`config.mk`:
```
export PLATFORM = sky130hd
export DESIGN_NAME = masku
export DESIGN_NICKNAME = d
export VERILOG_FILES = /design/src/verilog/masku_pkg.sv /design/src/verilog/masku.sv /design/src/verilog/masku_alu.sv /design/src/verilog/masku_insn_ctrl.sv /design/src/verilog/masku_mask_queue.sv /design/src/verilog/masku_result_queue.sv
export SDC_FILE = /design/constraint.sdc
export NUM_CORES = 2
export LEC_CHECK = 0
export BUFFER_PORTS_ARGS = -buffer_cell sky130_fd_sc_hd__buf_4
export CORE_MARGIN = 2
export CORE_UTILIZATION = 35
export CTS_BUF_LIST = sky130_fd_sc_hd__clkbuf_4 sky130_fd_sc_hd__clkbuf_8
export CTS_CLUSTER_DIAMETER = 120
export DETAILED_ROUTE_END_ITERATION = 7
export PLACE_DENSITY = 0.51
export SLEW_MARGIN = 20
export SYNTH_ARGS = -nofsm -noshare
export SYNTH_HDL_FRONTEND = slang
export SYNTH_SLANG_ARGS = --single-unit
```
`constraint.sdc`:
```
create_clock -name clk_i -period 23.2 [get_ports clk_i]
set_input_delay 2.32 -clock clk_i [delete_from_list [all_inputs] [get_ports clk_i]]
set_output_delay 2.32 -clock clk_i [all_outputs]
set_load 0.1 [all_outputs]
```
`src/verilog/masku_pkg.sv`:
```
`default_nettype none

package masku_pkg;

  ////////////////////////////////////////
  // Lane geometry
  ////////////////////////////////////////

  localparam int unsigned NrLanes = 2;
  // Lane datapath and its byte strobes
  localparam int unsigned ElenW   = 64;
  localparam int unsigned StrbW   = ElenW / 8;
  // One register-file word spans all lanes
  localparam int unsigned VrfW    = NrLanes * ElenW;
  // Bytes per register-file word, also the SEW8 elements of one mask beat
  localparam int unsigned VrfB    = NrLanes * StrbW;

  ////////////////////////////////////////
  // Instruction fields
  ////////////////////////////////////////

  // Holds 0 to VrfW
  localparam int unsigned VlW = 8;
  localparam int unsigned IdW = 3;
  localparam int unsigned VdW = 5;

  // Queue depth, power of two so the pointers wrap by themselves
  localparam int unsigned QueueDepth = 2;
  localparam int unsigned PtrW       = $clog2(QueueDepth);
  localparam int unsigned CntW       = $clog2(QueueDepth + 1);

  // Mask unit operations
  typedef enum logic [1:0] {
    MASKU_OP_LOGIC,
    MASKU_OP_VCPOP,
    MASKU_OP_MASK
  } masku_op_e;

  // Element width, value is log2 of the byte size
  typedef enum logic [1:0] {
    SEW8,
    SEW16,
    SEW32,
    SEW64
  } sew_e;

endpackage

`default_nettype wire

```
`src/verilog/masku.sv`:
```
`default_nettype none

module masku import masku_pkg::*; (
  input  logic                          clk_i,
  input  logic                          rst_ni,
  // Request
  input  logic                          req_valid_i,
  input  masku_op_e                     req_op_i,
  input  logic                          req_vm_i,
  input  sew_e                          req_sew_i,
  input  logic [VlW-1:0]                req_vl_i,
  input  logic [IdW-1:0]                req_id_i,
  input  logic [VdW-1:0]                req_vd_i,
  output logic                          req_ready_o,
  // Operands from the lanes
  input  logic [NrLanes-1:0][ElenW-1:0] operand_a_i,
  input  logic [NrLanes-1:0]            operand_a_valid_i,
  output logic [NrLanes-1:0]            operand_a_ready_o,
  input  logic [NrLanes-1:0][ElenW-1:0] operand_b_i,
  input  logic [NrLanes-1:0]            operand_b_valid_i,
  output logic [NrLanes-1:0]            operand_b_ready_o,
  input  logic [NrLanes-1:0][ElenW-1:0] operand_m_i,
  input  logic [NrLanes-1:0]            operand_m_valid_i,
  output logic [NrLanes-1:0]            operand_m_ready_o,
  // Results to the register file
  output logic [NrLanes-1:0]            result_req_o,
  output logic [NrLanes-1:0][VdW-1:0]   result_addr_o,
  output logic [NrLanes-1:0][IdW-1:0]   result_id_o,
  output logic [NrLanes-1:0][ElenW-1:0] result_wdata_o,
  output logic [NrLanes-1:0][StrbW-1:0] result_be_o,
  input  logic [NrLanes-1:0]            result_gnt_i,
  // Mask strobes to the lanes
  output logic [NrLanes-1:0][StrbW-1:0] mask_o,
  output logic [NrLanes-1:0]            mask_valid_o,
  input  logic [NrLanes-1:0]            mask_ready_i,
  // Response
  output logic                          done_o,
  output logic [IdW-1:0]                done_id_o,
  output logic [VlW-1:0]                popcount_o
);

  masku_op_e       op;
  sew_e            sew;
  logic            vm;
  logic [VlW-1:0]  vl;
  logic [IdW-1:0]  id;
  logic [VdW-1:0]  vd;
  logic [VlW-1:0]  beat_base;
  logic [VrfW-1:0] alu_result;
  logic [VlW-1:0]  alu_popcount;
  logic            rq_push;
  logic            rq_full;
  logic            rq_empty;
  logic            mq_push;
  logic            mq_full;
  logic            mq_empty;

  masku_insn_ctrl ctrl_inst (
    .clk_i, .rst_ni,
    .req_valid_i, .req_op_i, .req_vm_i, .req_sew_i, .req_vl_i, .req_id_i, .req_vd_i,
    .req_ready_o,
    .operand_a_valid_i, .operand_b_valid_i, .operand_m_valid_i,
    .operand_a_ready_o, .operand_b_ready_o, .operand_m_ready_o,
    .rq_full_i   (rq_full),
    .rq_empty_i  (rq_empty),
    .mq_full_i   (mq_full),
    .mq_empty_i  (mq_empty),
    .rq_push_o   (rq_push),
    .mq_push_o   (mq_push),
    .op_o        (op),
    .vm_o        (vm),
    .sew_o       (sew),
    .vl_o        (vl),
    .id_o        (id),
    .vd_o        (vd),
    .beat_base_o (beat_base),
    .popcount_i  (alu_popcount),
    .done_o, .done_id_o, .popcount_o
  );

  // Combinational, works on the live operands
  masku_alu alu_inst (
    .op_i        (op),
    .vm_i        (vm),
    .vl_i        (vl),
    .operand_a_i (operand_a_i),
    .operand_b_i (operand_b_i),
    .operand_m_i (operand_m_i),
    .result_o    (alu_result),
    .popcount_o  (alu_popcount)
  );

  masku_mask_queue mask_queue_inst (
    .clk_i, .rst_ni,
    .push_i      (mq_push),
    .sew_i       (sew),
    .vl_i        (vl),
    .beat_base_i (beat_base),
    .operand_m_i (operand_m_i),
    .full_o      (mq_full),
    .empty_o     (mq_empty),
    .mask_o, .mask_valid_o, .mask_ready_i
  );

  masku_result_queue result_queue_inst (
    .clk_i, .rst_ni,
    .push_i  (rq_push),
    .wdata_i (alu_result),
    .vd_i    (vd),
    .id_i    (id),
    .full_o  (rq_full),
    .empty_o (rq_empty),
    .result_req_o, .result_addr_o, .result_id_o, .result_wdata_o, .result_be_o,
    .result_gnt_i
  );

endmodule

`default_nettype wire

```
`src/verilog/masku_alu.sv`:
```
`default_nettype none

module masku_alu import masku_pkg::*; (
  input  masku_op_e       op_i,
  input  logic            vm_i,
  input  logic [VlW-1:0]  vl_i,
  input  logic [VrfW-1:0] operand_a_i,
  input  logic [VrfW-1:0] operand_b_i,
  input  logic [VrfW-1:0] operand_m_i,
  output logic [VrfW-1:0] result_o,
  output logic [VlW-1:0]  popcount_o
);

  logic [VrfW-1:0] bit_enable;
  logic [VrfW-1:0] count_word;

  ////////////////////////////////////////
  // Bit enable
  ////////////////////////////////////////

  always_comb begin
    // Body elements below vl
    for (int i = 0; i < VrfW; i++) begin
      bit_enable[i] = (i < vl_i);
    end
    // Inactive elements dropped by v0
    if (!vm_i) bit_enable = bit_enable & operand_m_i;
  end

  ////////////////////////////////////////
  // Merge and count
  ////////////////////////////////////////

  // Enabled bits from the lane result, the rest keep the old vd
  assign result_o = (op_i == MASKU_OP_LOGIC) ?
                    ((operand_a_i & bit_enable) | (operand_b_i & ~bit_enable)) :
                    operand_b_i;

  // Only VCPOP feeds the counter
  assign count_word = (op_i == MASKU_OP_VCPOP) ? (operand_b_i & bit_enable) : '0;

  always_comb begin
    popcount_o = '0;
    for (int i = 0; i < VrfW; i++) begin
      popcount_o = popcount_o + VlW'(count_word[i]);
    end
  end

endmodule

`default_nettype wire

```
`src/verilog/masku_insn_ctrl.sv`:
```
`default_nettype none

module masku_insn_ctrl import masku_pkg::*; (
  input  logic                    clk_i,
  input  logic                    rst_ni,
  // Request from the sequencer
  input  logic                    req_valid_i,
  input  masku_op_e               req_op_i,
  input  logic                    req_vm_i,
  input  sew_e                    req_sew_i,
  input  logic [VlW-1:0]          req_vl_i,
  input  logic [IdW-1:0]          req_id_i,
  input  logic [VdW-1:0]          req_vd_i,
  output logic                    req_ready_o,
  // Operand handshakes
  input  logic [NrLanes-1:0]      operand_a_valid_i,
  input  logic [NrLanes-1:0]      operand_b_valid_i,
  input  logic [NrLanes-1:0]      operand_m_valid_i,
  output logic [NrLanes-1:0]      operand_a_ready_o,
  output logic [NrLanes-1:0]      operand_b_ready_o,
  output logic [NrLanes-1:0]      operand_m_ready_o,
  // Queue status and pushes
  input  logic                    rq_full_i,
  input  logic                    rq_empty_i,
  input  logic                    mq_full_i,
  input  logic                    mq_empty_i,
  output logic                    rq_push_o,
  output logic                    mq_push_o,
  // Held instruction
  output masku_op_e               op_o,
  output logic                    vm_o,
  output sew_e                    sew_o,
  output logic [VlW-1:0]          vl_o,
  output logic [IdW-1:0]          id_o,
  output logic [VdW-1:0]          vd_o,
  output logic [VlW-1:0]          beat_base_o,
  // Response
  input  logic [VlW-1:0]          popcount_i,
  output logic                    done_o,
  output logic [IdW-1:0]          done_id_o,
  output logic [VlW-1:0]          popcount_o
);

  logic           busy_q;
  // Beats still to issue, one for LOGIC and VCPOP
  logic [VlW-1:0] beats_q;
  logic [VlW-1:0] req_beats;
  logic [VlW-1:0] beat_elems;
  logic           accept;
  logic           consume;
  logic           finish;
  logic           ops_valid;

  assign req_ready_o = !busy_q;
  assign accept      = req_valid_i && req_ready_o;

  // Elements covered by one mask beat, and beats for a new request
  assign beat_elems = VlW'(VrfB >> sew_o);
  assign req_beats  = VlW'((req_vl_i + VlW'(VrfB >> req_sew_i) - 1) >>
                      ($clog2(VrfB) - req_sew_i));

  // a and b always, v0 only when masked
  assign ops_valid = (&operand_a_valid_i) && (&operand_b_valid_i) &&
                     (vm_o || (&operand_m_valid_i));

  ////////////////////////////////////////
  // Issue
  ////////////////////////////////////////

  always_comb begin
    operand_a_ready_o = '0;
    operand_b_ready_o = '0;
    operand_m_ready_o = '0;
    rq_push_o         = 1'b0;
    mq_push_o         = 1'b0;
    consume           = 1'b0;
    if (busy_q && beats_q != '0) begin
      case (op_o)
        MASKU_OP_LOGIC, MASKU_OP_VCPOP: begin
          // Single beat, consumes all operands at once
          if (ops_valid && !rq_full_i) begin
            operand_a_ready_o = '1;
            operand_b_ready_o = '1;
            operand_m_ready_o = {NrLanes{!vm_o}};
            rq_push_o         = (op_o == MASKU_OP_LOGIC);
            consume           = 1'b1;
          end
        end
        default: begin
          // One mask beat per cycle, v0 released with the last one
          if ((&operand_m_valid_i) && !mq_full_i) begin
            mq_push_o = 1'b1;
            consume   = 1'b1;
            if (beats_q == VlW'(1)) operand_m_ready_o = '1;
          end
        end
      endcase
    end
    // VCPOP ends on consumption, the others once both queues have drained
    finish = busy_q && ((consume && op_o == MASKU_OP_VCPOP) ||
             (op_o != MASKU_OP_VCPOP && beats_q == '0 && rq_empty_i && mq_empty_i));
  end

  ////////////////////////////////////////
  // State
  ////////////////////////////////////////

  always_ff @(posedge clk_i or negedge rst_ni) begin
    if (!rst_ni) begin
      busy_q      <= 1'b0;
      beats_q     <= '0;
      beat_base_o <= '0;
      op_o        <= MASKU_OP_LOGIC;
      vm_o        <= 1'b1;
      sew_o       <= SEW8;
      vl_o        <= '0;
      id_o        <= '0;
      vd_o        <= '0;
      done_o      <= 1'b0;
      done_id_o   <= '0;
      popcount_o  <= '0;
    end else begin
      if (accept) begin
        busy_q      <= 1'b1;
        op_o        <= req_op_i;
        vm_o        <= req_vm_i;
        sew_o       <= req_sew_i;
        vl_o        <= req_vl_i;
        id_o        <= req_id_i;
        vd_o        <= req_vd_i;
        beat_base_o <= '0;
        beats_q     <= (req_op_i == MASKU_OP_MASK) ? req_beats : VlW'(1);
      end else if (consume) begin
        beats_q     <= beats_q - VlW'(1);
        beat_base_o <= beat_base_o + beat_elems;
      end
      if (finish) busy_q <= 1'b0;
      // One-cycle done pulse with id and count
      done_o <= finish;
      if (finish) done_id_o <= id_o;
      if (consume && op_o == MASKU_OP_VCPOP) popcount_o <= popcount_i;
    end
  end

endmodule

`default_nettype wire

```
`src/verilog/masku_mask_queue.sv`:
```
`default_nettype none

module masku_mask_queue import masku_pkg::*; (
  input  logic                          clk_i,
  input  logic                          rst_ni,
  // Beat to store
  input  logic                          push_i,
  input  sew_e                          sew_i,
  input  logic [VlW-1:0]                vl_i,
  input  logic [VlW-1:0]                beat_base_i,
  input  logic [VrfW-1:0]               operand_m_i,
  output logic                          full_o,
  output logic                          empty_o,
  // Strobes to the lanes
  output logic [NrLanes-1:0][StrbW-1:0] mask_o,
  output logic [NrLanes-1:0]            mask_valid_o,
  input  logic [NrLanes-1:0]            mask_ready_i
);

  logic [QueueDepth-1:0][NrLanes-1:0][StrbW-1:0] strb_q;
  logic [QueueDepth-1:0][NrLanes-1:0]            valid_q;
  logic [PtrW-1:0]                               wr_ptr_q;
  logic [PtrW-1:0]                               rd_ptr_q;
  logic [CntW-1:0]                               cnt_q;
  logic [NrLanes-1:0][StrbW-1:0]                 beat_strb;
  logic [NrLanes-1:0]                            beat_valid;
  logic                                          retire;

  ////////////////////////////////////////
  // Beat expansion
  ////////////////////////////////////////

  // Element e sits in lane e mod 2, slot e div 2 of the beat
  always_comb begin
    int elem;
    for (int l = 0; l < NrLanes; l++) begin
      for (int b = 0; b < StrbW; b++) begin
        // All bytes of one slot share the element
        elem = int'(beat_base_i) + NrLanes * (b >> sew_i) + l;
        beat_strb[l][b] = (elem < int'(vl_i)) ? operand_m_i[elem] : 1'b0;
      end
      // Lane idle when its first element is past vl
      beat_valid[l] = (int'(beat_base_i) + l) < int'(vl_i);
    end
  end

  ////////////////////////////////////////
  // Queue
  ////////////////////////////////////////

  // Head retires once no lane still waits for its ready
  assign retire = (cnt_q != '0) && ((valid_q[rd_ptr_q] & ~mask_ready_i) == '0);

  assign full_o = (cnt_q == CntW'(QueueDepth));
  // Also empty when the last entry leaves in this cycle
  assign empty_o = (cnt_q == '0) || (cnt_q == CntW'(1) && retire);

  assign mask_o       = strb_q[rd_ptr_q];
  assign mask_valid_o = valid_q[rd_ptr_q];

  always_ff @(posedge clk_i) begin
    if (push_i) strb_q[wr_ptr_q] <= beat_strb;
  end

  always_ff @(posedge clk_i or negedge rst_ni) begin
    if (!rst_ni) begin
      valid_q  <= '0;
      wr_ptr_q <= '0;
      rd_ptr_q <= '0;
      cnt_q    <= '0;
    end else begin
      // Lanes drop their valid on ready
      valid_q[rd_ptr_q] <= valid_q[rd_ptr_q] & ~mask_ready_i;
      if (push_i) begin
        valid_q[wr_ptr_q] <= beat_valid;
        wr_ptr_q          <= wr_ptr_q + 1'b1;
      end
      if (retire) rd_ptr_q <= rd_ptr_q + 1'b1;
      cnt_q <= cnt_q + CntW'(push_i) - CntW'(retire);
    end
  end

endmodule

`default_nettype wire

```
`src/verilog/masku_result_queue.sv`:
```
`default_nettype none

module masku_result_queue import masku_pkg::*; (
  input  logic                          clk_i,
  input  logic                          rst_ni,
  // Entry from the ALU
  input  logic                          push_i,
  input  logic [VrfW-1:0]               wdata_i,
  input  logic [VdW-1:0]                vd_i,
  input  logic [IdW-1:0]                id_i,
  output logic                          full_o,
  output logic                          empty_o,
  // Register-file write port, per lane
  output logic [NrLanes-1:0]            result_req_o,
  output logic [NrLanes-1:0][VdW-1:0]   result_addr_o,
  output logic [NrLanes-1:0][IdW-1:0]   result_id_o,
  output logic [NrLanes-1:0][ElenW-1:0] result_wdata_o,
  output logic [NrLanes-1:0][StrbW-1:0] result_be_o,
  input  logic [NrLanes-1:0]            result_gnt_i
);

  logic [QueueDepth-1:0][NrLanes-1:0][ElenW-1:0] wdata_q;
  logic [QueueDepth-1:0][VdW-1:0]                addr_q;
  logic [QueueDepth-1:0][IdW-1:0]                id_q;
  logic [QueueDepth-1:0][NrLanes-1:0]            req_q;
  logic [PtrW-1:0]                               wr_ptr_q;
  logic [PtrW-1:0]                               rd_ptr_q;
  logic [CntW-1:0]                               cnt_q;
  logic                                          retire;

  // Head retires once every lane has been granted
  assign retire = (cnt_q != '0) && ((req_q[rd_ptr_q] & ~result_gnt_i) == '0);

  assign full_o = (cnt_q == CntW'(QueueDepth));
  // Look ahead so completion follows the last grant by one cycle
  assign empty_o = (cnt_q == '0) || (cnt_q == CntW'(1) && retire);

  ////////////////////////////////////////
  // Head to the register file
  ////////////////////////////////////////

  always_comb begin
    for (int l = 0; l < NrLanes; l++) begin
      result_req_o[l]   = req_q[rd_ptr_q][l];
      result_addr_o[l]  = addr_q[rd_ptr_q];
      result_id_o[l]    = id_q[rd_ptr_q];
      result_wdata_o[l] = wdata_q[rd_ptr_q][l];
      // Whole words, every byte written
      result_be_o[l]    = '1;
    end
  end

  // Payload
  always_ff @(posedge clk_i) begin
    if (push_i) begin
      wdata_q[wr_ptr_q] <= wdata_i;
      addr_q[wr_ptr_q]  <= vd_i;
      id_q[wr_ptr_q]    <= id_i;
    end
  end

  always_ff @(posedge clk_i or negedge rst_ni) begin
    if (!rst_ni) begin
      req_q    <= '0;
      wr_ptr_q <= '0;
      rd_ptr_q <= '0;
      cnt_q    <= '0;
    end else begin
      // Granted lanes stop requesting
      req_q[rd_ptr_q] <= req_q[rd_ptr_q] & ~result_gnt_i;
      if (push_i) begin
        req_q[wr_ptr_q] <= '1;
        wr_ptr_q        <= wr_ptr_q + 1'b1;
      end
      if (retire) rd_ptr_q <= rd_ptr_q + 1'b1;
      cnt_q <= cnt_q + CntW'(push_i) - CntW'(retire);
    end
  end

endmodule

`default_nettype wire
```
== Word-level counts from Yosys, hierarchy flattened ==
Index checks and enable logic that the tools add are counted.
Widths: inputs -> output; s select.
Cells by class
  reductions and logical operators: 42
  bitwise operators: 11
  add/subtract/negate cells: 157
  multiplexer cells: 128
  equal/unequal tests: 8
  order comparisons: 170
  shift-type cells: 11
Operators by type and width (count)
  $add 8x1->8: 126
  $mux 128: 6
  $lt 32x9->1: 17
  $and 128x128->128: 4
  $lt 32x9->1 const B: 16
  $lt 7x8->1 const A: 64
  $add 32x1->32 const B: 8
  $add 8x32->32: 8
  $bwmux 256: 1
  $lt 6x8->1 const A: 32
  $demux 128 s1: 1
  $lt 5x8->1 const A: 16
  $not 128->128: 1
  $or 128x128->128: 1
  $shr 3x2->31 const A: 4
  $bmux 1 s7: 16
  $lt 4x8->1 const A: 8
  $shr 1x2->31 const A: 2
  $shr 2x2->31 const A: 2
  $mux 1: 59
  $mux 16: 3
  $mux 8: 5
  $bwmux 32: 1
  $lt 3x8->1 const A: 4
  other kinds (44): 122
Word-level totals
  word-level logic and storage cells: 561
  output and inout bits: 199
  input port bits: 418
  register bits after elaboration: 370

== Longest topological paths before layout ==
  depth after elaboration: 132
  depth in mapped cells: 33
  gate-level depth less buffers: 31

== By module ==
From an unflattened synthesis, not the netlist that was laid out.
Second synthesis, totals
  cells, all modules: 3246
  area total of the unflattened synthesis: 38181.6 um^2
By module, submodules not included
  masku_mask_queue: cells an instance 1322, seq. area each 1161.1 um^2, area each 15916.5 um^2, times used 1
  masku_result_queue: cells an instance 488, seq. area each 8368.0 um^2, area each 10760.3 um^2, times used 1
  masku_alu: cells an instance 1073, seq. area each 0.0 um^2, area each 8247.9 um^2, times used 1
  masku_insn_ctrl: cells an instance 363, seq. area each 1227.4 um^2, area each 3256.9 um^2, times used 1

== Least setup slack after synthesis ==
Ideal clock, no wire load.
  path type: input -> register
  start: input operand_b_valid_i[0]
  end: register result_queue_inst.addr_q[0] (netlist name), enable pin
  stages on the path: 4
  path buffers: 0
  path slack: 10.114 ns
  data required time: 22.399 ns
  setup time: 0.801 ns
  arrival: 12.285 ns
  cells stage by stage: nand3_1 > nor4_1 > nand2_1 > nor3_1
Between the ends
  cells in the longest elaborated chain, start to end: 7
Ends and longest elaborated chain
  start, declared: line masku.sv:20  | input logic [NrLanes-1:0] operand_b_valid_i,
  $reduce_and 2->1: line masku_insn_ctrl.sv:63  | assign ops_valid = (&operand_a_valid_i) && (&operand_b_valid_i) &&
  $logic_and 1x1->1 (2 in a row): line masku_insn_ctrl.sv:63
  $logic_and 1x1->1: line masku_insn_ctrl.sv:81  | if (ops_valid && !rq_full_i) begin
  $mux 1: line masku_insn_ctrl.sv:81
  $mux 1: line masku_insn_ctrl.sv:78  | case (op_o)
  $mux 1: line masku_insn_ctrl.sv:77  | if (busy_q && beats_q != '0) begin
  end signal, assigned by index: line masku_result_queue.sv:57  | addr_q[wr_ptr_q] <= vd_i;
  end, declared: line masku_result_queue.sv:23  | logic [QueueDepth-1:0][VdW-1:0] addr_q;
No other way between the ends.
A chain may end at the register's enable or synchronous reset.

== Worst setup path in the final report ==
  start: register ctrl_inst.vl_o[3]
  end: register ctrl_inst.popcount_o[7]
Between the ends
  cells in the longest elaborated chain, start to end: 132
  elaborated cells between the ends (all ways): 259
  those cells by class: 127 x add/sub; 128 x order compare; 2 x mux; 2 x bitwise
Ends and longest elaborated chain
  start, declared: line masku_insn_ctrl.sv:33  | output logic [VlW-1:0] vl_o,
  start signal, assigned: line masku_insn_ctrl.sv:128  | vl_o <= req_vl_i;
  $lt 1x8->1: line masku_alu.sv:24  | bit_enable[i] = (i < vl_i);
  $and 128x128->128: line masku_alu.sv:27  | if (!vm_i) bit_enable = bit_enable & operand_m_i;
  $mux 128 (*): line masku_alu.sv:27
  $and 128x128->128 (*): line masku_alu.sv:40  | assign count_word = (op_i == MASKU_OP_VCPOP) ? (operand_b_i & bit_enable) : '0;
  $mux 128 (*): line masku_alu.sv:40
  $add 1x1->2: line masku_alu.sv:45  | popcount_o = popcount_o + VlW'(count_word[i]);
  $add 8x1->8 (125 in a row): line masku_alu.sv:45
  $add 8x1->8 (*): line masku_alu.sv:45
  end signal, assigned: line masku_insn_ctrl.sv:141  | if (consume && op_o == MASKU_OP_VCPOP) popcount_o <= popcount_i;
  end, declared: line masku_insn_ctrl.sv:41  | output logic [VlW-1:0] popcount_o
Every way passes the cells marked *; elsewhere a longest branch is shown, timed or not.

==> flow_summary.json <==
{
  "worstReg2RegEnd": "ctrl_inst.popcount_o[7]$_DFFE_PN0P_",
  "relSlewSlack": 0.247,
  "arrival_ns": 10.75,
  "status": "finished clean",
  "grt_pass1_vias": 28700,
  "cts_buffers": 73,
  "holdBufCountCts": 0,
  "drv_slew": 0,
  "drive_above_1_share": 0.416,
  "clk_pin_slew_worst_paths_ns": 0.06,
  "post_cts_buffers": 0,
  "clkSinkCount": 369,
  "ys_types": 86,
  "reg2regPathDepth": 28,
  "insertion_delay_ns": 0.73,
  "die_x_um": 318,
  "netlist.area_leader.share": 0.264,
  "grtUsageTotal": 0.305,
  "crit_buf_inv": 6,
  "drt-initial-drc-count": 3670,
  "whs_ns": 0.467,
  "grt_pass1_wl_mm": 220,
  "path_common_cell": "fa_1",
  "yosysTopAreaCell": "edfxtp_1",
  "path_delay_family": "adder cells",
  "setup_viol_count_final": 0,
  "whs_path_depth": 0,
  "yosysSeqAreaShare": 0.311,
  "cp_slowest_cell": "dfrtp_1",
  "r2r_start": "ctrl_inst.vl_o[3]$_DFFE_PN0P_",
  "grt_setup_unrepaired": "false",
  "num_rows": 115,
  "htree_levels": 3,
  "die_y_um": 318,
  "cp_max_fo": 16,
  "coreArea_um2": 98100,
  "wire_per_inst_um": 33.4,
  "vias": 28900,
  "rrSetupSlack_ns": 13.07,
  "maxCapViolCount": 0,
  "setup_tns_ns": 0,
  "yosys_warnings": 0,
  "io_buffers": 600,
  "finalCriticalPeriod_ns": 10.13,
  "setup.worst_path.class": "register to register",
  "gp_congestion": 0.974,
  "route.detailed.drc": 0,
  "cpPeakStageDelay_ns": 0.75,
  "synth_edf_count": 304,
  "fin_crit_sh": 0.437,
  "dr.pass1.iters": 6,
  "fmax_mhz": 98.7,
  "layout.cells.non_filler": 4721,
  "end_kind": "register",
  "synth.area.top_cells": "edfxtp_1 (26%), mux4_2 (19%), mux2_2 (9.1%)",
  "synth-main-ff-cell": "edfxtp_1",
  "synth-async-reset-ratio": 0.176,
  "grt_antenna_before_repair": 16,
  "synth-seq-cells": 369,
  "fillers": 9497,
  "required_ns": 23.81,
  "dieArea_um2": 101000,
  "dp.cells": 4585,
  "routed_via_density": 6.12,
  "wirelength_mm": 158,
  "worst_pin_slew_ns": 1.13,
  "startpoint_type": "register",
  "min_path_type": "register to register",
  "grt_overflow": 0,
  "area_delta_synth_final_pct": 20.8,
  "hold_viol_final": 0,
  "cts-root-buf": "clkbuf_8",
  "crit_start": "ctrl_inst.vl_o[3]$_DFFE_PN0P_",
  "crit_path_end": "ctrl_inst.popcount_o[7]$_DFFE_PN0P_",
  "synthCells": 2844,
  "grt_max_degree": 123,
  "dp_hpwl_mm": 124,
  "cts_tree": "built",
  "postRouteAntennaNets": 0,
  "ios": 617,
  "fin_skew_ns": 0.0467,
  "synth_area_um2": 34600,
  "cts-resized-gates": 0,
  "finalNetCount": 4080,
  "clock_path_buffers": 3,
  "initial_utilization": 0.353,
  "path_depth": 28,
  "synth.avg_cell_area_um2": 12.2
}
[logic make-up after synthesis]
kind of cell	synth area share
AOI/OAI and AO/OA	0.0916
xor gates and xnor gates	0.0265
adders and majority gates	0.131
buffers and inverters	0.0476
DFF	0.311
muxes	0.311
other	0.000108
and+or+nand+nor	0.0813
[sequential cells by signal, indices dropped and copies added (netlist names), 3 cells and up]
signal	count
result_queue_inst.wdata_q	256
mask_queue_inst.strb_q	32
result_queue_inst.addr_q	10
ctrl_inst.beats_q	8
ctrl_inst.popcount_o	8
ctrl_inst.vl_o	8
ctrl_inst.beat_base_o	7
result_queue_inst.id_q	6
ctrl_inst.vd_o	5
mask_queue_inst.valid_q	4
result_queue_inst.req_q	4
ctrl_inst.done_id_o	3
ctrl_inst.id_o	3
[area by class of cell]
class	count	area [um^2]	share of cell area
Antenna cell	4	10.0	0.000239
Clock buffer	98	1210	0.0290
Clock inverter	34	332	0.00793
Inverter	155	587	0.0140
Multi-Input combinational cell	2116	22300	0.534
Sequential cell	369	10800	0.258
Tap cell	1287	1610	0.0385
Timing Repair Buffer	658	4950	0.118
[layout by cell type, fill, tap and decap left out, types with 17 or more instances in the layout]
| master | instances |
|---|---|
| ha_1 | 161 |
| nor2b_1 | 18 |
| mux2_2 | 280 |
| a211oi_1 | 22 |
| and3_1 | 18 |
| buf_4 | 657 |
| o2111ai_1 | 26 |
| inv_1 | 154 |
| o21ai_0 | 126 |
| o22ai_1 | 26 |
| dfrtp_1 | 59 |
| o21a_1 | 41 |
| a21o_1 | 17 |
| mux4_1 | 28 |
| nand2_1 | 204 |
| edfxtp_1 | 304 |
| a21boi_0 | 17 |
| xor2_1 | 26 |
| xnor2_1 | 46 |
| o211ai_1 | 36 |
| mux4_2 | 296 |
| nor2_1 | 161 |
| nor3_1 | 20 |
| nand3_1 | 102 |
| a21oi_1 | 108 |
| clkbuf_8 | 76 |
| clkbuf_4 | 22 |
| fa_1 | 123 |
| and2_1 | 26 |
| mux2i_1 | 18 |
[synth_stat cells, types with 26 or more instances]
cell type / instances
buf_2: 33
nor2_1: 163
fa_1: 123
mux4_2: 296
o21a_1: 41
inv_1: 155
mux4_1: 28
o22ai_1: 26
dfrtp_1: 64
ha_1: 166
o2111ai_1: 26
mux2_2: 280
edfxtp_1: 304
and2_1: 26
nand2_1: 204
buf_4: 35
xnor2_1: 47
nand3_1: 102
o21ai_0: 126
xor2_1: 26
a21oi_1: 108
clkbuf_1: 131
o211ai_1: 36
[worst register-to-register path: cells and delay by family (launching register included)]
kind / cells / cell delay, ns
AOI/OAI and AO/OA: 9 / 2.20
adders and majority gates: 11 / 5.66
buffers and inverters: 6 / 1.12
DFF: 1 / 0.75
and+or+nand+nor: 2 / 0.31
[worst min-delay path by stage]
stage	endpoint	start	slack (ns)
2_1_floorplan	result_queue_inst.req_q[2]$_DFF_PN0_	result_queue_inst.req_q[2]$_DFF_PN0_	0.44
3_3_place_gp	result_queue_inst.addr_q[8]$_DFFE_PP_	ctrl_inst.vd_o[3]$_DFFE_PN0P_	0.45
3_5_place_dp	result_queue_inst.addr_q[1]$_DFFE_PP_	ctrl_inst.vd_o[1]$_DFFE_PN0P_	0.46
4_1_cts	result_queue_inst.addr_q[1]$_DFFE_PP_	ctrl_inst.vd_o[1]$_DFFE_PN0P_	0.47
5_1_grt	result_queue_inst.addr_q[8]$_DFFE_PP_	ctrl_inst.vd_o[3]$_DFFE_PN0P_	0.47
6_report	result_queue_inst.addr_q[8]$_DFFE_PP_	ctrl_inst.vd_o[3]$_DFFE_PN0P_	0.47
[per-layer routing]
| layer | share of wire | vias up | routed length, um | global-route usage |
|---|---|---|---|---|
| li1 | - | 12000 | - | - |
| met1 | 0.40 | 14700 | 62500 | 0.407 |
| met2 | 0.45 | 1837 | 71600 | 0.474 |
| met3 | 0.10 | 321 | 16500 | 0.0793 |
| met4 | 0.044 | 24 | 6870 | 0.117 |
| met5 | 0.00093 | - | 147 | 0 |
[through the flow]
stage	utilization	area (um^2)	setup slack, ns
after floorplan	-	34700	10.11
after global placement	0.410	40200	12.93
after detailed placement	0.410	40200	12.94
after CTS	0.426	41800	13.24
after global routing	0.426	41800	12.68
final	0.426	41800	13.07
Power is not shown: default switching activity piles up to over one toggle a cycle in this logic, so the estimate is an artifact.
